**src/apb_iob_pkg.sv**
```systemverilog
package apb_iob_pkg;

   // Bus widths
   localparam int ADDR_W = 12;           // Byte address
   localparam int DATA_W = 32;
   localparam int STRB_W = DATA_W / 8;   // One strobe per byte

   typedef logic [ADDR_W-1:0] addr_t;
   typedef logic [DATA_W-1:0] data_t;
   typedef logic [STRB_W-1:0] strb_t;

   // Address map, decoded on bits 11:10
   // Regions 2 and 3 are unmapped and answered with an error
   localparam logic [1:0] REGION_REGBANK = 2'd0;
   localparam logic [1:0] REGION_SRAM    = 2'd1;

   // Word indexes inside each region
   typedef logic [3:0] reg_idx_t;    // Address bits 5:2
   typedef logic [7:0] sram_idx_t;   // Address bits 9:2

   // Idle cycles of avalid before the SRAM accepts
   localparam int SRAM_WAIT = 2;

   // Bridge transfer states
   typedef enum logic [1:0] {
      BR_IDLE,     // Waiting for psel
      BR_ACCESS,   // IOb request in flight
      BR_DONE      // Ready given, waiting for psel to drop
   } bridge_state_e;

endpackage

```
**src/iob_regbank.sv**
```systemverilog
module iob_regbank (
   input  logic                clk_i,
   input  logic                rst_n_i,
   input  logic                avalid_i,
   input  apb_iob_pkg::addr_t  addr_i,
   input  apb_iob_pkg::data_t  wdata_i,
   input  apb_iob_pkg::strb_t  wstrb_i,
   output logic                ready_nxt_o,
   output logic                rvalid_nxt_o,
   output apb_iob_pkg::data_t  rdata_o
);

   apb_iob_pkg::data_t    regs_q [2**$bits(apb_iob_pkg::reg_idx_t)];
   apb_iob_pkg::reg_idx_t idx;
   logic                  wr_en;

   // Word index, byte offset dropped
   assign idx = addr_i[2 +: $bits(apb_iob_pkg::reg_idx_t)];

   // Always ready
   assign ready_nxt_o  = avalid_i;
   assign rvalid_nxt_o = avalid_i & ~|wstrb_i;   // Empty strobe is a read
   assign wr_en        = avalid_i & |wstrb_i;

   // Byte-strobed register writes
   always_ff @(posedge clk_i or negedge rst_n_i) begin
      if (!rst_n_i) begin
         for (int i = 0; i < 2**$bits(apb_iob_pkg::reg_idx_t); i++)
            regs_q[i] <= '0;
      end else if (wr_en) begin
         for (int b = 0; b < apb_iob_pkg::STRB_W; b++) begin
            if (wstrb_i[b])
               regs_q[idx][b*8 +: 8] <= wdata_i[b*8 +: 8];
         end
      end
   end

   // Read data shows up the cycle after rvalid_nxt and stays put
   always_ff @(posedge clk_i or negedge rst_n_i) begin
      if (!rst_n_i)
         rdata_o <= '0;
      else if (rvalid_nxt_o)
         rdata_o <= regs_q[idx];
   end

endmodule

```
**config.mk**
```make
export PLATFORM = sky130hd
export DESIGN_NAME = iob_regbank
export DESIGN_NICKNAME = d
export VERILOG_FILES = /design/src/apb_iob_pkg.sv /design/src/iob_regbank.sv
export SDC_FILE = /design/constraint.sdc
export NUM_CORES = 1
export LEC_CHECK = 0
export BUFFER_PORTS_ARGS = -buffer_cell sky130_fd_sc_hd__clkbuf_2
export CAP_MARGIN = 15
export CORE_MARGIN = 5
export CORE_UTILIZATION = 50
export CTS_BUF_LIST = sky130_fd_sc_hd__clkbuf_2
export CTS_CLUSTER_DIAMETER = 120
export DETAILED_ROUTE_END_ITERATION = 8
export PLACE_DENSITY = 0.74
export SETUP_SLACK_MARGIN = 0.4
export SYNTH_ARGS = -nofsm -noshare
export SYNTH_HDL_FRONTEND = slang
export SYNTH_SLANG_ARGS = --single-unit
```
**constraint.sdc**
```tcl
create_clock -name clk_i -period 2.9 [get_ports clk_i]
set_clock_uncertainty 0.2 [all_clocks]
set_input_delay 0.58 -clock clk_i [delete_from_list [all_inputs] [get_ports clk_i]]
set_output_delay 0.58 -clock clk_i [all_outputs]
set_load 0.01 [all_outputs]
```
======== Word level (Yosys, flattened, before mapping) ========
Index checks and enable logic that the tools add are counted.
operators by class
  multiplexer cells ....................... 22
  bitwise operators ....................... 3
  magnitude comparators ................... 2
  reduce and logical (&&, ||, !) cells .... 3
operators with widths
  operator              number
  $mux W512             7
  $bwmux W512           4
  $demux W32 S4         4
  $bmux W32 S4          1
  $mux W32              3
  $mux W24              1
  $mux W16              1
  $mux W8               1
  $ge A5 B5 Y1 const B  1
  $lt A5 B1 Y1 const B  1
  $not A4 Y5            1
  $reduce_or A4 Y1      1
  $and A1 B1 Y1         2
  $logic_and A1 B1 Y1   1
  $logic_not A1 Y1      1
word-level totals
  bits of input ports ..................... 51
  flip-flop bits (word level) ............. 544
  word-level logic and storage cells ...... 47

======== Logic depth before layout (Yosys ltp) ========
  depth after elaboration ................. 16
  mapped depth ............................ 6
  depth with buffers taken out ............ 3

======== Worst setup path before layout ========
No wires, ideal clock.
  path type ............................... input port to output port
  from .................................... in avalid_i
  to ...................................... out rvalid_nxt_o
  required time ........................... 2.120 ns
  buffers on the path ..................... 3
  arrival time ............................ 1.579 ns
  slack ................................... 0.541 ns
  stages .................................. 5
  path through ............................ buf_4 > nor4b_2 > and2_1 > buf_2 > buf_2
between the ends
  word-level cells in the longest chain between the ends .. 1
RTL lines
  what             RTL line           text
  start, declared  iob_regbank.sv:4   input logic avalid_i,
  $and A1 B1 Y1    iob_regbank.sv:22  assign rvalid_nxt_o = avalid_i & ~|wstrb_i;
  end, declared    iob_regbank.sv:9   output logic rvalid_nxt_o,
No other way between the ends.

======== Worst setup path in the final report ========
  from .................................... in addr_i[3]
  to ...................................... reg regs_q[43] (netlist bit)
between the ends
  word-level cells in the longest chain between the ends .. 13
RTL lines
  what                                                                      RTL line                              text
  start, declared                                                           iob_regbank.sv:5                      input apb_iob_pkg::addr_t addr_i,
  $not A4 Y5 (not written as such) (*)                                      iob_regbank.sv:33                     regs_q[idx][b*8 +: 8] <= wdata_i[b*8 +: 8];
  $ge A5 B5 Y1 (not written as such), or another cell as far along          iob_regbank.sv:33
  $logic_and A1 B1 Y1 (not written as such) or $bwmux W512 (tied branches)  iob_regbank.sv:33
  $mux W16 (not written as such) or $mux W512 (tied branches)               iob_regbank.sv:33, iob_regbank.sv:32
  $demux W32 S4 or $mux W512 (tied branches)                                iob_regbank.sv:33, iob_regbank.sv:30
  $bwmux W512                                                               iob_regbank.sv:33
  $mux W512                                                                 iob_regbank.sv:32                     if (wstrb_i[b])
  $mux W512                                                                 iob_regbank.sv:30                     end else if (wr_en) begin
  $bwmux W512                                                               iob_regbank.sv:33
  $mux W512                                                                 iob_regbank.sv:32
  $mux W512                                                                 iob_regbank.sv:30
  $bwmux W512                                                               iob_regbank.sv:33
  $mux W512 (*)                                                             iob_regbank.sv:32
  end signal, assigned by index                                             iob_regbank.sv:33
  end, declared                                                             iob_regbank.sv:13                     apb_iob_pkg::data_t regs_q [2**$bits(apb_iob_pkg::reg_idx_t)];
Mark *: on every way between the ends. The rest lies on a longest branch, timed or not. The select of a mux whose other input is x is not followed.
A chain may end at the register's enable or synchronous reset.

==> run metrics <==
Leakage Power=12.7 nW; Max Used Layer=met5; Post-Place Cells=2239; layout overhead on the synthesized area=13.4%; CTS tree=yes; Finished Layout Cells=2524; placed wire-length estimate=36000 um; Worst Tran Pin Value=0.848 ns; Final Total Pwr=0.0180 W; die extent in y=232 um; drt wl/cell=22.0 um; Synth Flop Type=dfrtp_1; placed inst area=0.0262 mm2; met2 WL=28400 um; detailed-router iteration count before antenna repair=4; sequential area share after synthesis=0.553; # setup viols final=0; fin. max-slew vios=0; Via Count=14590; run status=finished, final reports clean; vias per inst=5.78; share of cells above drive strength 1=0.587; GRT Total Usage=0.212; Seq pwr share=0.549; Slew HR=0.435; design area=0.0279 mm2; Port Buf Inserts=76; worst skew pair latency=1.07 ns; Layout Nets=1835; Crit path arrival time=3.18 ns; core area=0.0488 mm2; Setup CP Type=primary input to flop; combinational power share=0.194; most common cell after layout, fill and taps aside=dfrtp_1; die width=232 um; Total Routed Length=55600 um; largest net degree at the start of global routing=85; Net Sw Frac=0.278; first-pass GRT wire length=89500 um; Syn Area/Cell=16.3 um2; VDD IR max=0.269 mV; clk slew on worst S/H paths=0.10 ns; Synth Net Count=1565; initial DRC count=842; met3 WL=2980 um; Sw Pwr=0.00499 W; clock power share=0.257; synthesized cell area=0.0246 mm2; asr flop ratio synth=1.00; HP Class=primary input to flop; Yosys warning count=0; ANT nets after route=0; Crit. End Element=flop; I/O pin count=85; crit-path max FO=15; Critical Path Start Type=primary input; full die area=0.0538 mm2; antenna violations before repair=5; clk buf depth=3; count of cell types in the netlist=31; Hold Violations, Final=0; drt drc=0; CTS root buf=clkbuf_2; Clock Sinks=544; vias in the first global route=16103; Rows=81; H-tree levels=4; Initial Utilization=0.504; GRT overflow=0; EDFF count, synth=0; Int Pwr=0.0130 W; fmax=404 MHz; most frequent cells in the layout=dfrtp_1, mux2_2, clkbuf_2; Worst Path Required=3.60 ns; Pwr Density=644 mW/mm2; Final Cycle Share=0.855; Final Critical Period=2.48 ns; Placer Congestion=0.761; WHS=0.124 ns; total clock buffers created by CTS=137; met1 WL=23200 um; Mapped Cells=1514; synthesis-stage register bit count=544; RSZ-0062 raised after global routing=true; max cap viols=0
through the flow:
stage                     setup TNS (ns)   util  worst slack [ns]
after floorplan                        0      -             0.541
after global placement           -0.0295  0.536          -0.00637
after detailed placement          -0.661  0.536           -0.0766
after CTS                              0  0.569             0.318
after global routing                   0  0.571             0.304
final                                  0  0.571             0.422
critical path: stages:
cell	delay, ns
clkbuf_2	0.16
dlygate4sd3_1	0.63
buf_4	0.29
nand2b_2	0.10
buf_4	0.21
nor2_2	0.09
dlygate4sd3_1	0.55
buf_4	0.21
mux2_2	0.35
per-layer routing:
layer	GRT usage	up-vias
met1	0.278	7763
met5	0	-
met4	0.0703	6
met2	0.354	347
li1	-	6398
met3	0.0496	76
cells in the mapped netlist (4+ instances only):
master    instances  area, um2
dfrtp_1         544      13600
mux2_2          508       5720
mux4_2          128       2880
clkbuf_1         50        188
a21oi_1          32        160
a221oi_1         32        280
mux2i_1          32        320
o22ai_1          32        200
buf_2            31        155
nor2_2           23        144
buf_4            19        143
nor3_4           19        309
nand3_2          12        120
nand4_1           9       56.3
nand3_1           6       30.0
buf_6             5       56.3
nand2b_1          5       31.3
and2_1            4       25.0
mux2_1            4       45.0
area by class of cell:
cell class              count  area (um2)
fillers                  3919       20900
flip-flops and latches    544       13600
multi-input cells         863       10500
repair buffers            237        1930
clock buffers             195         976
well taps                 664         831
clock inverters            18        71.3
diodes                      2        5.00
inverters                   1        3.75
power by group through the flow:
stage          clock [W]  sequential (W)  combinational [W]
2_1_floorplan          0         0.00979            0.00244
3_3_place_gp           0         0.00989            0.00321
3_5_place_dp           0          0.0100            0.00334
4_1_cts          0.00481         0.00986            0.00347
5_1_grt          0.00522          0.0100            0.00379
6_report         0.00462         0.00987            0.00348
repair_timing:
action | CTS | global route
hold buffers | 51 | 1
pin swaps | 0 | 0
resized for setup | 0 | 7
gates cloned | 0 | 0
endpoints found under the hold margin | 1076 | 14
setup buffers | 11 | 7
endpoints found under the setup margin | 20 | 24
state kept, by name, summed over array words and instances (netlist names):
signal,count
rdata_o,32
regs_q,512
path summary, 6_finish.rpt:
kind | cells after the start | endpoint | slack (ns) | start
max | 9 | regs_q[43] | 0.42 | addr_i[3]
min | 4 | regs_q[124] | 0.12 | wstrb_i[3]
max reg2reg | 3 | rdata_o[4] | 1.30 | regs_q[36]
min reg2reg | 1 | regs_q[7] | 0.29 | regs_q[7]
max in group asynchronous | 4 | regs_q[267] | 1.15 | rst_n_i
min in group asynchronous | 3 | regs_q[348] | 0.51 | rst_n_i
logic make-up after synthesis:
| family | after synthesis | synth area share |
|---|---|---|
| flops | 544 | 0.553 |
| mux | 672 | 0.364 |
| buf+inv | 107 | 0.0223 |
| simple gates | 95 | 0.0343 |
| compound gates | 96 | 0.0260 |
Power figures use the tool's default switching activity.
