**src/apb_iob_pkg.sv**
```systemverilog
package apb_iob_pkg;

   // Bus widths
   localparam int ADDR_W = 12;           // Byte address
   localparam int DATA_W = 32;
   localparam int STRB_W = DATA_W / 8;   // One strobe per byte

   typedef logic [ADDR_W-1:0] addr_t;
   typedef logic [DATA_W-1:0] data_t;
   typedef logic [STRB_W-1:0] strb_t;

   // Address map, decoded on bits 11:10
   // Regions 2 and 3 are unmapped and answered with an error
   localparam logic [1:0] REGION_REGBANK = 2'd0;
   localparam logic [1:0] REGION_SRAM    = 2'd1;

   // Word indexes inside each region
   typedef logic [3:0] reg_idx_t;    // Address bits 5:2
   typedef logic [7:0] sram_idx_t;   // Address bits 9:2

   // Idle cycles of avalid before the SRAM accepts
   localparam int SRAM_WAIT = 2;

   // Bridge transfer states
   typedef enum logic [1:0] {
      BR_IDLE,     // Waiting for psel
      BR_ACCESS,   // IOb request in flight
      BR_DONE      // Ready given, waiting for psel to drop
   } bridge_state_e;

endpackage

```
**src/iob_split.sv**
```systemverilog
module iob_split (
   input  logic                clk_i,
   input  logic                rst_n_i,

   // From the bridge
   input  logic                avalid_i,
   input  apb_iob_pkg::addr_t  addr_i,
   input  apb_iob_pkg::data_t  wdata_i,
   input  apb_iob_pkg::strb_t  wstrb_i,
   output logic                ready_nxt_o,
   output logic                rvalid_nxt_o,
   output logic                err_nxt_o,
   output apb_iob_pkg::data_t  rdata_o,

   // Register bank
   output logic                rb_avalid_o,
   output apb_iob_pkg::addr_t  rb_addr_o,
   output apb_iob_pkg::data_t  rb_wdata_o,
   output apb_iob_pkg::strb_t  rb_wstrb_o,
   input  logic                rb_ready_nxt_i,
   input  logic                rb_rvalid_nxt_i,
   input  apb_iob_pkg::data_t  rb_rdata_i,

   // SRAM
   output logic                sr_avalid_o,
   output apb_iob_pkg::addr_t  sr_addr_o,
   output apb_iob_pkg::data_t  sr_wdata_o,
   output apb_iob_pkg::strb_t  sr_wstrb_o,
   input  logic                sr_ready_nxt_i,
   input  logic                sr_rvalid_nxt_i,
   input  apb_iob_pkg::data_t  sr_rdata_i
);

   logic [1:0] region;
   logic       sel_rb, sel_sr, unmapped;
   logic [1:0] rsel_q;   // Region of the last accepted request

   assign region   = addr_i[apb_iob_pkg::ADDR_W-1 -: 2];
   assign sel_rb   = (region == apb_iob_pkg::REGION_REGBANK);
   assign sel_sr   = (region == apb_iob_pkg::REGION_SRAM);
   assign unmapped = ~sel_rb & ~sel_sr;

   // Only the addressed slave sees the valid
   assign rb_avalid_o = avalid_i & sel_rb;
   assign sr_avalid_o = avalid_i & sel_sr;

   assign rb_addr_o  = addr_i;
   assign rb_wdata_o = wdata_i;
   assign rb_wstrb_o = wstrb_i;
   assign sr_addr_o  = addr_i;
   assign sr_wdata_o = wdata_i;
   assign sr_wstrb_o = wstrb_i;

   // Unmapped requests are answered here at once
   always_comb begin
      if (sel_rb) begin
         ready_nxt_o  = rb_ready_nxt_i;
         rvalid_nxt_o = rb_rvalid_nxt_i;
      end else if (sel_sr) begin
         ready_nxt_o  = sr_ready_nxt_i;
         rvalid_nxt_o = sr_rvalid_nxt_i;
      end else begin
         ready_nxt_o  = avalid_i;
         rvalid_nxt_o = avalid_i & ~|wstrb_i;
      end
   end

   assign err_nxt_o = avalid_i & unmapped;

   always_ff @(posedge clk_i or negedge rst_n_i) begin
      if (!rst_n_i)
         rsel_q <= 2'b11;   // Unmapped, reads zero
      else if (avalid_i && ready_nxt_o)
         rsel_q <= region;
   end

   always_comb begin
      case (rsel_q)
         apb_iob_pkg::REGION_REGBANK: rdata_o = rb_rdata_i;
         apb_iob_pkg::REGION_SRAM:    rdata_o = sr_rdata_i;
         default:                     rdata_o = '0;
      endcase
   end

   a_one_slave: assert property (
      @(posedge clk_i) disable iff (!rst_n_i)
      !(rb_avalid_o && sr_avalid_o)
   );

endmodule

```
**config.mk**
```make
export PLATFORM = sky130hd
export DESIGN_NAME = iob_split
export DESIGN_NICKNAME = d
export VERILOG_FILES = /design/src/apb_iob_pkg.sv /design/src/iob_split.sv
export SDC_FILE = /design/constraint.sdc
export NUM_CORES = 1
export LEC_CHECK = 0
export ABC_AREA = 0
export BUFFER_PORTS_ARGS = -buffer_cell sky130_fd_sc_hd__buf_2
export CORE_AREA = 2 2 99 101
export DETAILED_ROUTE_END_ITERATION = 12
export DIE_AREA = 0 0 101 103
export MAX_ROUTING_LAYER = met4
export PLACE_DENSITY = 0.55
export SLEW_MARGIN = 20
export SYNTH_ARGS = -nofsm -noshare
export SYNTH_HDL_FRONTEND = slang
export SYNTH_SLANG_ARGS = --single-unit
```
**constraint.sdc**
```tcl
create_clock -name clk_i -period 2 [get_ports clk_i]
set_clock_uncertainty 0.2 [all_clocks]
set_input_delay 0.3 -clock clk_i [delete_from_list [all_inputs] [get_ports clk_i]]
set_output_delay 0.3 -clock clk_i [all_outputs]
set_load 0.02 [all_outputs]
```
=== Yosys cells after proc, flatten, opt, wreduce, memory -nomap -nowiden ===
Index checks and enable logic that the tools add are counted.

* Flip-flop bits (word level): 2
* Input port bits: 119
* Logic and storage cells: 20
* Output and inout bits: 133

* Bitwise operators: 7
* Reduce and logical (&&, ||, !) cells: 5
* Eq/ne operators: 2
* Mux-type cells: 5

{| class="wikitable"
|+ Operators by type and width
! cell !! number
|-
| case mux 32 bit (2 select lines) || 1
|-
| bitwise AND 1 bit || 5
|-
| == test 2 x 1 -> 1 bit, second input constant || 2
|-
| logical NOT 2 bit || 2
|-
| 2-to-1 mux 1 bit || 4
|-
| OR reduction 4 bit || 1
|-
| NOT 1 bit || 2
|-
| logical AND 1 bit || 1
|-
| logical NOT 1 bit || 1
|}

=== Logic depth before layout (Yosys ltp) ===
* Depth in word-level cells: 5
* Mapped depth: 4
* Mapped depth without buffers: 3

=== Least setup slack after synthesis ===
OpenSTA, ideal clock, no wires.

* Path kind: register -> output
* Start: reg rsel_q[0]
* End: out rdata_o[0]
* Data required time: 1.500 ns
* Slack: 0.295 ns
* Arrival time: 1.205 ns
* Path buffers: 2
* Stages on the path, launching flop included: 5
* Path through: dfstp_2 buf_4 buf_4 mux2i_1 nor2_1

* Word-level cells in the longest chain between the ends: 2
* Elaborated cells between the ends (all ways): 3
* Those cells by class: eq/ne: 1; mux: 1; reduce/logical: 1

{| class="wikitable"
|+ Ends and longest elaborated chain
! element !! RTL line !! RTL
|-
| start: declaration || iob_split.sv:36 || <nowiki>logic [1:0] rsel_q;</nowiki>
|-
| start signal: assignment || iob_split.sv:74 || <nowiki>rsel_q <= region;</nowiki>
|-
| == test 2 x 1 -> 1 bit / logical NOT 2 bit (equally long branches) || iob_split.sv:78 || <nowiki>case (rsel_q)</nowiki>
|-
| case mux 32 bit (2 select lines) (*) || iob_split.sv:78 ||
|-
| end: declaration || iob_split.sv:13 || <nowiki>output apb_iob_pkg::data_t rdata_o,</nowiki>
|}

Mark *: on every way between the ends. The rest lies on a longest branch, timed or not.

=== Worst setup path after layout ===
* Start: reg rsel_q[0]
* End: out rdata_o[13]

Same word-level chain as after synthesis.

==> out/results.ini <==
[detailed_routing]
drtPass1Iterations=2
wl_mm=3.53
vias_per_cell=3.53
drcViolationCount=0
detail_route.iter0.violations=10
wl_per_cell_um=10.7
vias=1167
ant_nets=0

[finish]
multi_input_area_um2=543
syn_to_final_growth_pct=11.9
drive_gt1_share_pct=64.1
layout.nets=338
fillerInstances=1078
postLayoutCoreUtil_pct=16.1
diodes=0
seqCellArea_um2=52.6
top_regs=rsel_q x2
largest_reg_flops=2
top_register=rsel_q

[critical_path]
arrival_ps=1480
path_delay_family=flip-flops
startpoint=rsel_q[0]
critPathRequiredTime_ps=1500
slowest_delay_ps=620
cpMaxStageDelayCell=dfstp_2
crit_chain=clkbuf_16, mux2i_1, nor2_1, buf_2
start_kind=register
path_class=register to output pin
path_max_fanout=16
timing.rr.start=rsel_q[0]
endpoint_kind=output pin
r2r_cells=3
worstReg2RegEnd=rsel_q[0]
r2r_setup_slack_ps=770
cp.buffers_inverters=2

[timing]
grt_setup_unrepaired=yes
tightest_slew_ps=278
hold_violations=0
setup_viol=0
slew_viol_final=0
post-route-period-util_pct=99.1
fmax_ghz=0.505
period_minus_slack_ps=1980
slew_headroom_pct=81.5

[grt]
grt_max_degree=33
grt_pass1_wl_mm=3.81
grt_pass1_vias=871
antenna_found_initial=0
overflow=0
track_usage_pct=4.60

[synthesis]
syn_inst=187
synth_seq_area_share_pct=3.86
synth_cell_types=14
synth_seq_cells=2
yosysWarnings=0
syn_nets=306
synth_common_cells=buf_4, mux2i_1, nor2_1
synth.avg_cell_area_um2=7.28
synth-edff-count=0
synthFlopType=dfstp_2
synth_most_common_cell=buf_4
syn_area_um2=1360
synth_top_area_share_pct=55.1
ys_top_cells_by_area=buf_4, mux2i_1, nor2_1
async_flop_share_pct=100
synth_top_area_cell=buf_4

[min_path]
holdPathEnd=rsel_q[1]
hold_depth=2
min_from=avalid_i
hp-class=primary input to register

[clock_network]
h-tree-depth=1
cts_buffer_depth=2
numCtsBuffers=3
clock_latency_ps=200
clock-sinks=2
clk_pin_slew_ps=30
cts_tree=built
root_buffer=clkbuf_8

[power]
total_power_mw=0.801
cellPowerDensity_nw_per_um2=526
p_leak_nw=0.884
ir_worst_vdd_mv=0.425

[floorplan]
row_count=36
die_w_um=101
die_area_um2=10400
initial_core_util_pct=14.4
core_area_um2=9460
fp.dieH_um=103
io-pin-count=252

[placed_design]
io_buffers=125
dp_hpwl_mm=2.57
gp_congestion=0.698

[outcome]
status=finished, final reports clean

[run]
maxCapViolCount=0

cells in the final DEF, fill, tap and decap left out:
master	synthesis	routed
mux2i_1	33	31
and3_1	1	1
inv_1	2	2
buf_4	100	2
nand2_1	2	2
o22ai_1	1	1
dfstp_2	2	2
mux2i_2	0	2
buf_12	0	2
clkbuf_16	0	2
a21oi_1	3	3
buf_2	0	124
o21ai_0	2	2
or4_1	1	1
nor2_1	33	33
mux2_2	2	2
clkbuf_8	0	3
a31oi_1	1	1
dlygate4sd3_1	0	1
through the flow:
stage                     TNS [ps]  std cells  cell area [um2]  hold slack (ps)  worst slack, ps
final                            0        331             1520              138             18.1
after global routing          -509        331             1520              150            -41.6
after CTS                        0        328             1460              137             21.9
after detailed placement         0        324             1400             52.1              193
after global placement           0        324             1400             48.9              189
after floorplan                  0        187             1360            -47.8              295
routing by layer:
metal | global-route usage (%) | up-vias | share of wire (%)
met2 | 8.51 | 85 | 50
met4 | 1.77 | 0 | 2.5
met5 | - | - | 0
li1 | - | 567 | -
met1 | 4.20 | 497 | 35
met3 | 1.97 | 18 | 12
timing repair:
item,in CTS,in global routing
resized for setup,0,3
endpoints found under the setup margin,0,26
buffers inserted,0,1
hold buffers,1,0
hold endpoints to repair,2,0
kinds of logic (layout without fill, tap and decap cells):
kind of cell | Yosys count | after routing | synth area share (%)
and+or+nand+nor | 37 | 37 | 10.7
buffers and inverters | 106 | 136 | 56.8
muxes | 35 | 35 | 25.9
DFF | 2 | 2 | 3.86
AOI/OAI and AO/OA | 7 | 7 | 2.76
worst max path at each step:
stage	end	slack, ps	cells past startpoint
floorplan	rdata_o[0]	300	4
global placement	rvalid_nxt_o	190	4
detailed placement	rvalid_nxt_o	190	4
CTS	rdata_o[14]	20	4
global route	rdata_o[20]	-40	4
finish	rdata_o[13]	20	4
layout make-up:
cell class	count	area share (%)
inverters	2	0.493
multi-input cells	79	35.7
flip-flops and latches	2	3.45
well taps	114	9.37
clock buffers	3	2.71
repair buffers	131	48.3
where the power goes:
part	leakage [nW]	total, mW	internal (mW)	switching (mW)
logic	0.841	0.574	0.259	0.315
registers	0.0210	0.0723	0.0515	0.0208
clock network	0.0216	0.155	0.127	0.0281
total	0.884	0.801	0.437	0.364
(Power assumes the default switching activity.)
