==> config.mk <==
export PLATFORM = sky130hd
export DESIGN_NAME = apb2iob
export DESIGN_NICKNAME = d
export VERILOG_FILES = /design/src/apb_iob_pkg.sv /design/src/apb2iob.sv
export SDC_FILE = /design/constraint.sdc
export NUM_CORES = 1
export LEC_CHECK = 0
export BUFFER_PORTS_ARGS = -buffer_cell sky130_fd_sc_hd__buf_2
export CAP_MARGIN = 10
export CORE_AREA = 2 2 66 68
export DETAILED_ROUTE_END_ITERATION = 8
export DIE_AREA = 0 0 68 70
export GPL_TIMING_DRIVEN = 0
export HOLD_SLACK_MARGIN = 0.1
export PLACE_DENSITY = 0.79
export SLEW_MARGIN = 0
export SYNTH_ARGS = -nofsm -noshare
export SYNTH_HDL_FRONTEND = slang
export SYNTH_SLANG_ARGS = --single-unit
==> constraint.sdc <==
create_clock -name clk_i -period 0.95 [get_ports clk_i]
set_input_delay 0.19 -clock clk_i [delete_from_list [all_inputs] [get_ports clk_i]]
set_output_delay 0.19 -clock clk_i [all_outputs]
set_load 0.005 [all_outputs]
==> src/apb_iob_pkg.sv <==
package apb_iob_pkg;

   // Bus widths
   localparam int ADDR_W = 12;           // Byte address
   localparam int DATA_W = 32;
   localparam int STRB_W = DATA_W / 8;   // One strobe per byte

   typedef logic [ADDR_W-1:0] addr_t;
   typedef logic [DATA_W-1:0] data_t;
   typedef logic [STRB_W-1:0] strb_t;

   // Address map, decoded on bits 11:10
   // Regions 2 and 3 are unmapped and answered with an error
   localparam logic [1:0] REGION_REGBANK = 2'd0;
   localparam logic [1:0] REGION_SRAM    = 2'd1;

   // Word indexes inside each region
   typedef logic [3:0] reg_idx_t;    // Address bits 5:2
   typedef logic [7:0] sram_idx_t;   // Address bits 9:2

   // Idle cycles of avalid before the SRAM accepts
   localparam int SRAM_WAIT = 2;

   // Bridge transfer states
   typedef enum logic [1:0] {
      BR_IDLE,     // Waiting for psel
      BR_ACCESS,   // IOb request in flight
      BR_DONE      // Ready given, waiting for psel to drop
   } bridge_state_e;

endpackage

==> src/apb2iob.sv <==
module apb2iob (
   input  logic                clk_i,
   input  logic                rst_n_i,

   // APB slave side
   input  logic                apb_sel_i,
   input  logic                apb_enable_i,
   input  logic                apb_write_i,
   input  apb_iob_pkg::addr_t  apb_addr_i,
   input  apb_iob_pkg::data_t  apb_wdata_i,
   input  apb_iob_pkg::strb_t  apb_wstrb_i,
   output logic                apb_ready_o,
   output logic                apb_slverr_o,
   output apb_iob_pkg::data_t  apb_rdata_o,

   // IOb master side
   output logic                iob_avalid_o,
   output apb_iob_pkg::addr_t  iob_addr_o,
   output apb_iob_pkg::data_t  iob_wdata_o,
   output apb_iob_pkg::strb_t  iob_wstrb_o,
   input  logic                iob_ready_nxt_i,
   input  logic                iob_rvalid_nxt_i,
   input  logic                iob_err_nxt_i,
   input  apb_iob_pkg::data_t  iob_rdata_i
);

   apb_iob_pkg::bridge_state_e state_q, state_d;

   logic avalid_d;
   logic done;      // Transfer ends this cycle
   logic err_set;   // Error seen this cycle
   logic err_q, err_d;

   always_comb begin
      state_d  = state_q;
      avalid_d = iob_avalid_o;
      err_d    = err_q;
      done     = 1'b0;
      err_set  = 1'b0;

      case (state_q)
         apb_iob_pkg::BR_IDLE: begin
            if (apb_sel_i) begin
               state_d  = apb_iob_pkg::BR_ACCESS;
               avalid_d = 1'b1;
               err_d    = 1'b0;   // New transfer starts clean
            end
         end

         apb_iob_pkg::BR_ACCESS: begin
            // Enable must be high for the whole access phase
            err_set = ~apb_enable_i | iob_err_nxt_i;
            err_d   = err_q | err_set;

            if (iob_avalid_o && iob_ready_nxt_i)
               avalid_d = 1'b0;   // Accepted, drop valid next cycle

            // Reads also wait for the data
            if (apb_write_i)
               done = iob_avalid_o & iob_ready_nxt_i;
            else
               done = iob_rvalid_nxt_i;

            if (done)
               state_d = apb_iob_pkg::BR_DONE;
         end

         apb_iob_pkg::BR_DONE: begin
            if (!apb_sel_i)
               state_d = apb_iob_pkg::BR_IDLE;
         end

         default: state_d = apb_iob_pkg::BR_IDLE;
      endcase
   end

   always_ff @(posedge clk_i or negedge rst_n_i) begin
      if (!rst_n_i) begin
         state_q      <= apb_iob_pkg::BR_IDLE;
         iob_avalid_o <= 1'b0;
         err_q        <= 1'b0;
         apb_ready_o  <= 1'b0;
         apb_slverr_o <= 1'b0;
      end else begin
         state_q      <= state_d;
         iob_avalid_o <= avalid_d;
         err_q        <= err_d;
         apb_ready_o  <= done;                          // One-cycle pulse
         apb_slverr_o <= done & (err_q | err_set);      // Only alongside ready
      end
   end

   // Request fields come straight from APB
   assign iob_addr_o  = apb_addr_i;
   assign iob_wdata_o = apb_wdata_i;
   assign iob_wstrb_o = apb_write_i ? apb_wstrb_i : '0;   // Zero strobe marks a read

   // Slave holds read data until the next request
   assign apb_rdata_o = iob_rdata_i;

   // The master must not raise penable outside a selected transfer
   a_enable_needs_sel: assert property (
      @(posedge clk_i) disable iff (!rst_n_i)
      apb_enable_i |-> apb_sel_i
   );

   // The IOb request is held until the slave side accepts it
   a_avalid_held: assert property (
      @(posedge clk_i) disable iff (!rst_n_i)
      iob_avalid_o && !iob_ready_nxt_i |=> iob_avalid_o
   );

   a_ready_pulse: assert property (
      @(posedge clk_i) disable iff (!rst_n_i)
      apb_ready_o |=> !apb_ready_o
   );

endmodule

## Word level (Yosys, flattened, before mapping)

Cells that the tools add are included.

| word-level totals | value |
|---|---|
| flip-flop bits (word level) | 6 |
| input port bits | 88 |
| output and inout port bits | 83 |
| word-level logic and storage cells | 37 |

| operators by class | value |
|---|---|
| eq/ne operators | 6 |
| multiplexer cells | 14 |
| bitwise gates (word level) | 6 |
| reductions and logical operators | 6 |

Operators by type and width:

| kind | count |
|---|---|
| 2-bit inequality test, second input constant | 4 |
| 1-bit two-way mux | 7 |
| 2-bit two-way mux | 3 |
| 2-bit one-hot mux with 3 select lines | 1 |
| 3-bit AND reduction | 2 |
| 4-bit two-way mux | 1 |
| 1-bit one-hot mux with 2 select lines | 2 |
| 1-bit OR | 3 |
| 1-bit bitwise AND | 2 |
| 2-bit by 1-bit == test with 1-bit output, second input constant | 1 |
| 2-bit == test, second input constant | 1 |
| 2-bit zero test | 1 |
| 2-bit AND reduction | 1 |
| 2-bit nonzero test | 1 |
| 1-bit logical AND | 1 |
| 1-bit inverter | 1 |

## Depth between registers and ports, before layout

| depth | value |
|---|---|
| depth after elaboration | 5 |
| mapped depth | 3 |
| gate-level depth less buffers | 3 |

## Worst setup path before layout

OpenSTA, ideal clock, no wires.

| timing | value |
|---|---|
| path kind | reg2reg |
| start point | register state_q[1] |
| end point | register state_q[1] |
| data arrival time | 0.776 ns |
| required time | 0.872 ns |
| path slack | 0.096 ns |
| stages on the path, launching flop included | 4 |
| buffers on the path | 0 |
| clock period less this slack | 0.854 ns |
| cell sequence | dfrtp_1 nand2b_1 a21oi_4 o21bai_1 |

| on the way | value |
|---|---|
| cells in the longest elaborated chain, start to end | 3 |
| elaborated cells between the ends (all ways) | 8 |

RTL lines:

| element | RTL line | source |
|---|---|---|
| start, declared | apb2iob.sv:27 | `apb_iob_pkg::bridge_state_e state_q, state_d;` |
| start signal, assigned | apb2iob.sv:79 | `state_q <= apb_iob_pkg::BR_IDLE;` |
| start signal, assigned | apb2iob.sv:85 | `state_q <= state_d;` |
| 2-bit by 1-bit == test with 1-bit output, or another cell as far along | apb2iob.sv:41 | `case (state_q)` |
| 2-bit inequality test (no source line) | -- |  |
| 3-bit AND reduction (no source line) | -- |  |

Parallel ways exist; a longest one is shown, timed or not.
A chain may end at the register's enable or synchronous reset.

## Worst setup path after layout

| timing | value |
|---|---|
| start point | register iob_avalid_o |
| end point | output iob_avalid_o |

RTL lines:

| element | RTL line | source |
|---|---|---|
| start, declared | apb2iob.sv:17 | `output logic iob_avalid_o,` |
| start signal, assigned | apb2iob.sv:86 | `iob_avalid_o <= avalid_d;` |

No word-level cell between the ends.

==> run summary <==
GR Overflow Total - 0
FF+latch count, synth - 6
total number of vias - 961
clk_lat worst skew - 0.22 ns
DR pass1 iterations - 5
first-pass GRT wire length - 2920 um
sequential cell fraction of total power - 0.276
commonest non-fill, non-tap cell in the layout - buf_2
most frequent cells in the layout - buf_2 (94), buf_4 (77), dfrtp_1 (6)
pre-CTS WS - 0.0178 ns
Lkg Pwr - 0.914 nW
Routed WL per cell - 8.75 um
ANT nets after route - 0
status - completed
DIE HEIGHT - 70 um
Mapped Cells - 105
Mapped Area - 877 um^2
Yosys cell types - 14
CP delay by family, top - flip-flops
share of cells above drive strength 1 - 0.897
Starting Density - 0.212
gr usage total - 0.0813
Synth Area in XOR/XNOR - 0
mux cell area share after synthesis - 0
Crit Path Category - reg2out
Fill cells - 433
VDD IR max - 433 uV
RSZ-0062 raised after global routing - true
post-synthesis sequential area ratio - 0.171
simple-gate share of the synthesized area - 0.0999
Starting DRT DRC Count - 10
crit path buf inv count - 1
die area - 4760 um^2
CP Cell Sequence - buf_2
Worst-path clk slew - 0.04 ns
switching share of total power - 0.293
CTS tree - built
worst hold path type - in2reg
Root Driver - clkbuf_8
Vias per Instance - 3.75
clk_skew - 0.00465 ns
largest net degree at the start of global routing - 7
post-synthesis net count - 193
Compound-Gate Fraction of Synth Area - 0.0699
ant diodes - 0
Worst Slack Setup Final - 0.0169 ns
fin crit period - 0.933 ns
Syn. warnings - 0
Die Wd - 68 um
CP Launch Type - register
Final Hold Slack - 0.261 ns
switching power - 0.000476 W
Post-Synth Adder-Cell Area - 0
port buffer count - 94
vias in the first global route - 777
Critical Path Fanout Max - 3
# nets final - 294
pwr/cell area - 1090 nW/um^2
clock sink count - 6
slowest CP cell - dfrtp_1
max-slew violations - 0
Worst EP required - 0.76 ns
Worst-Margin Slew - 0.194 ns
internal power - 0.00115 W
final setup fails - 0
CTS Buf Count - 3
max incr delay on CP - 0.39 ns
clock share of power - 0.232
Fin. Hold Viols - 0
Avg Inst Size Synth - 8.35 um^2
Core ar. - 4140 um^2
Rel. slew slack - 0.871
Rows - 24
GP Congestion - 0.769
Fmax - 1070 MHz
residual DRC count - 0
total wire length - 2240 um
initial antenna violation count - 0
largest family of logic cells by synthesized area - buffers and inverters
Tcrit/Tclk final - 0.982
I/O pins - 171
Area Overhead vs Synth - 69.9%
H-tree levels - 1
max cap viols - 0
Max clock buf depth - 2
Logic pwr share - 0.493
CP Capture Type - output pin
worst endpoint data arrival time - 0.74 ns
## sequential cells by signal, summed over array words and instances (netlist names)
register / flops
state_q: 2
iob_avalid_o: 1
apb_slverr_o: 1
err_q: 1
apb_ready_o: 1
## cell families (layout without fill, tap and decap cells)
group | count (synthesis) | after routing
buffers and inverters | 78 | 177
and+or+nand+nor | 12 | 12
AOI/OAI and AO/OA | 9 | 9
DFF | 6 | 6
## what timing repair did
action | CTS | global route
buffers inserted | 1 | 0
hold buffers | 1 | 0
endpoints found under the setup margin | 1 | 3
gates resized for setup | 0 | 2
endpoints found under the hold margin | 6 | 0
## through the flow
step	cells	utilization	total power, W	cell area, um^2	setup TNS (ns)
finish	256	0.360	0.00162	1490	0
global route	256	0.360	0.00176	1490	-0.0166
floorplan	105	-	0.000879	877	0
detailed placement	251	0.341	0.00116	1410	0
CTS	256	0.355	0.00157	1470	0
global placement	251	0.341	0.00115	1410	0
## final timing paths
path	to	slack (ns)	start	cells after the start
worst max-delay path	iob_avalid_o	0.02	iob_avalid_o$_DFFE_PN0P_	1
worst min-delay path	apb_ready_o$_DFF_PN0_	0.26	iob_ready_nxt_i	3
worst max register to register	state_q[1]$_DFFE_PN0P_	0.04	state_q[1]$_DFFE_PN0P_	3
worst min register to register	state_q[0]$_DFFE_PN0P_	0.49	state_q[1]$_DFFE_PN0P_	1
max in group asynchronous	iob_avalid_o$_DFFE_PN0P_	0.48	rst_n_i	2
min in group asynchronous	apb_ready_o$_DFF_PN0_	0.32	rst_n_i	2
## synthesized netlist by cell type
| library cell | count | area [um^2] |
|---|---|---|
| dfrtp_1 | 6 | 150 |
| nand2b_1 | 4 | 25.0 |
| nor2_1 | 1 | 3.75 |
| a21oi_4 | 1 | 16.3 |
| o21ai_0 | 2 | 10.0 |
| o21bai_1 | 1 | 7.51 |
| buf_4 | 76 | 571 |
| nand3_1 | 1 | 5.00 |
| o21a_1 | 1 | 7.51 |
| nand3_2 | 1 | 10.0 |
| a21oi_1 | 4 | 20.0 |
| and2_2 | 4 | 30.0 |
| nand2b_4 | 1 | 13.8 |
| inv_1 | 2 | 7.51 |
## layer usage
metal	GRT usage	vias to the layer above	part of all wire
met5	0	-	0
met4	0.0333	0	0
met3	0.0338	0	0.20
met2	0.170	100	0.57
met1	0.0565	414	0.23
li1	-	447	-
## power by group through the flow
stage | Sequential, W | Combinational [W] | Clock, W
6_report | 0.000448 | 0.000800 | 0.000377
3_5_place_dp | 0.000441 | 0.000719 | 0
5_1_grt | 0.000466 | 0.000885 | 0.000406
2_1_floorplan | 0.000431 | 0.000448 | 0
3_3_place_gp | 0.000435 | 0.000713 | 0
4_1_cts | 0.000436 | 0.000753 | 0.000385
## layout make-up
cell class / instances / area, um^2 / area share
buffer: 76 / 571 / 0.383
timing repair buffer: 96 / 488 / 0.327
inverter: 2 / 7.51 / 0.00504
multi-input combinational: 21 / 168 / 0.113
tap: 52 / 65.1 / 0.0437
sequential: 6 / 150 / 0.101
clock buffer: 3 / 41.3 / 0.0277
Power figures use the tool's default switching activity.
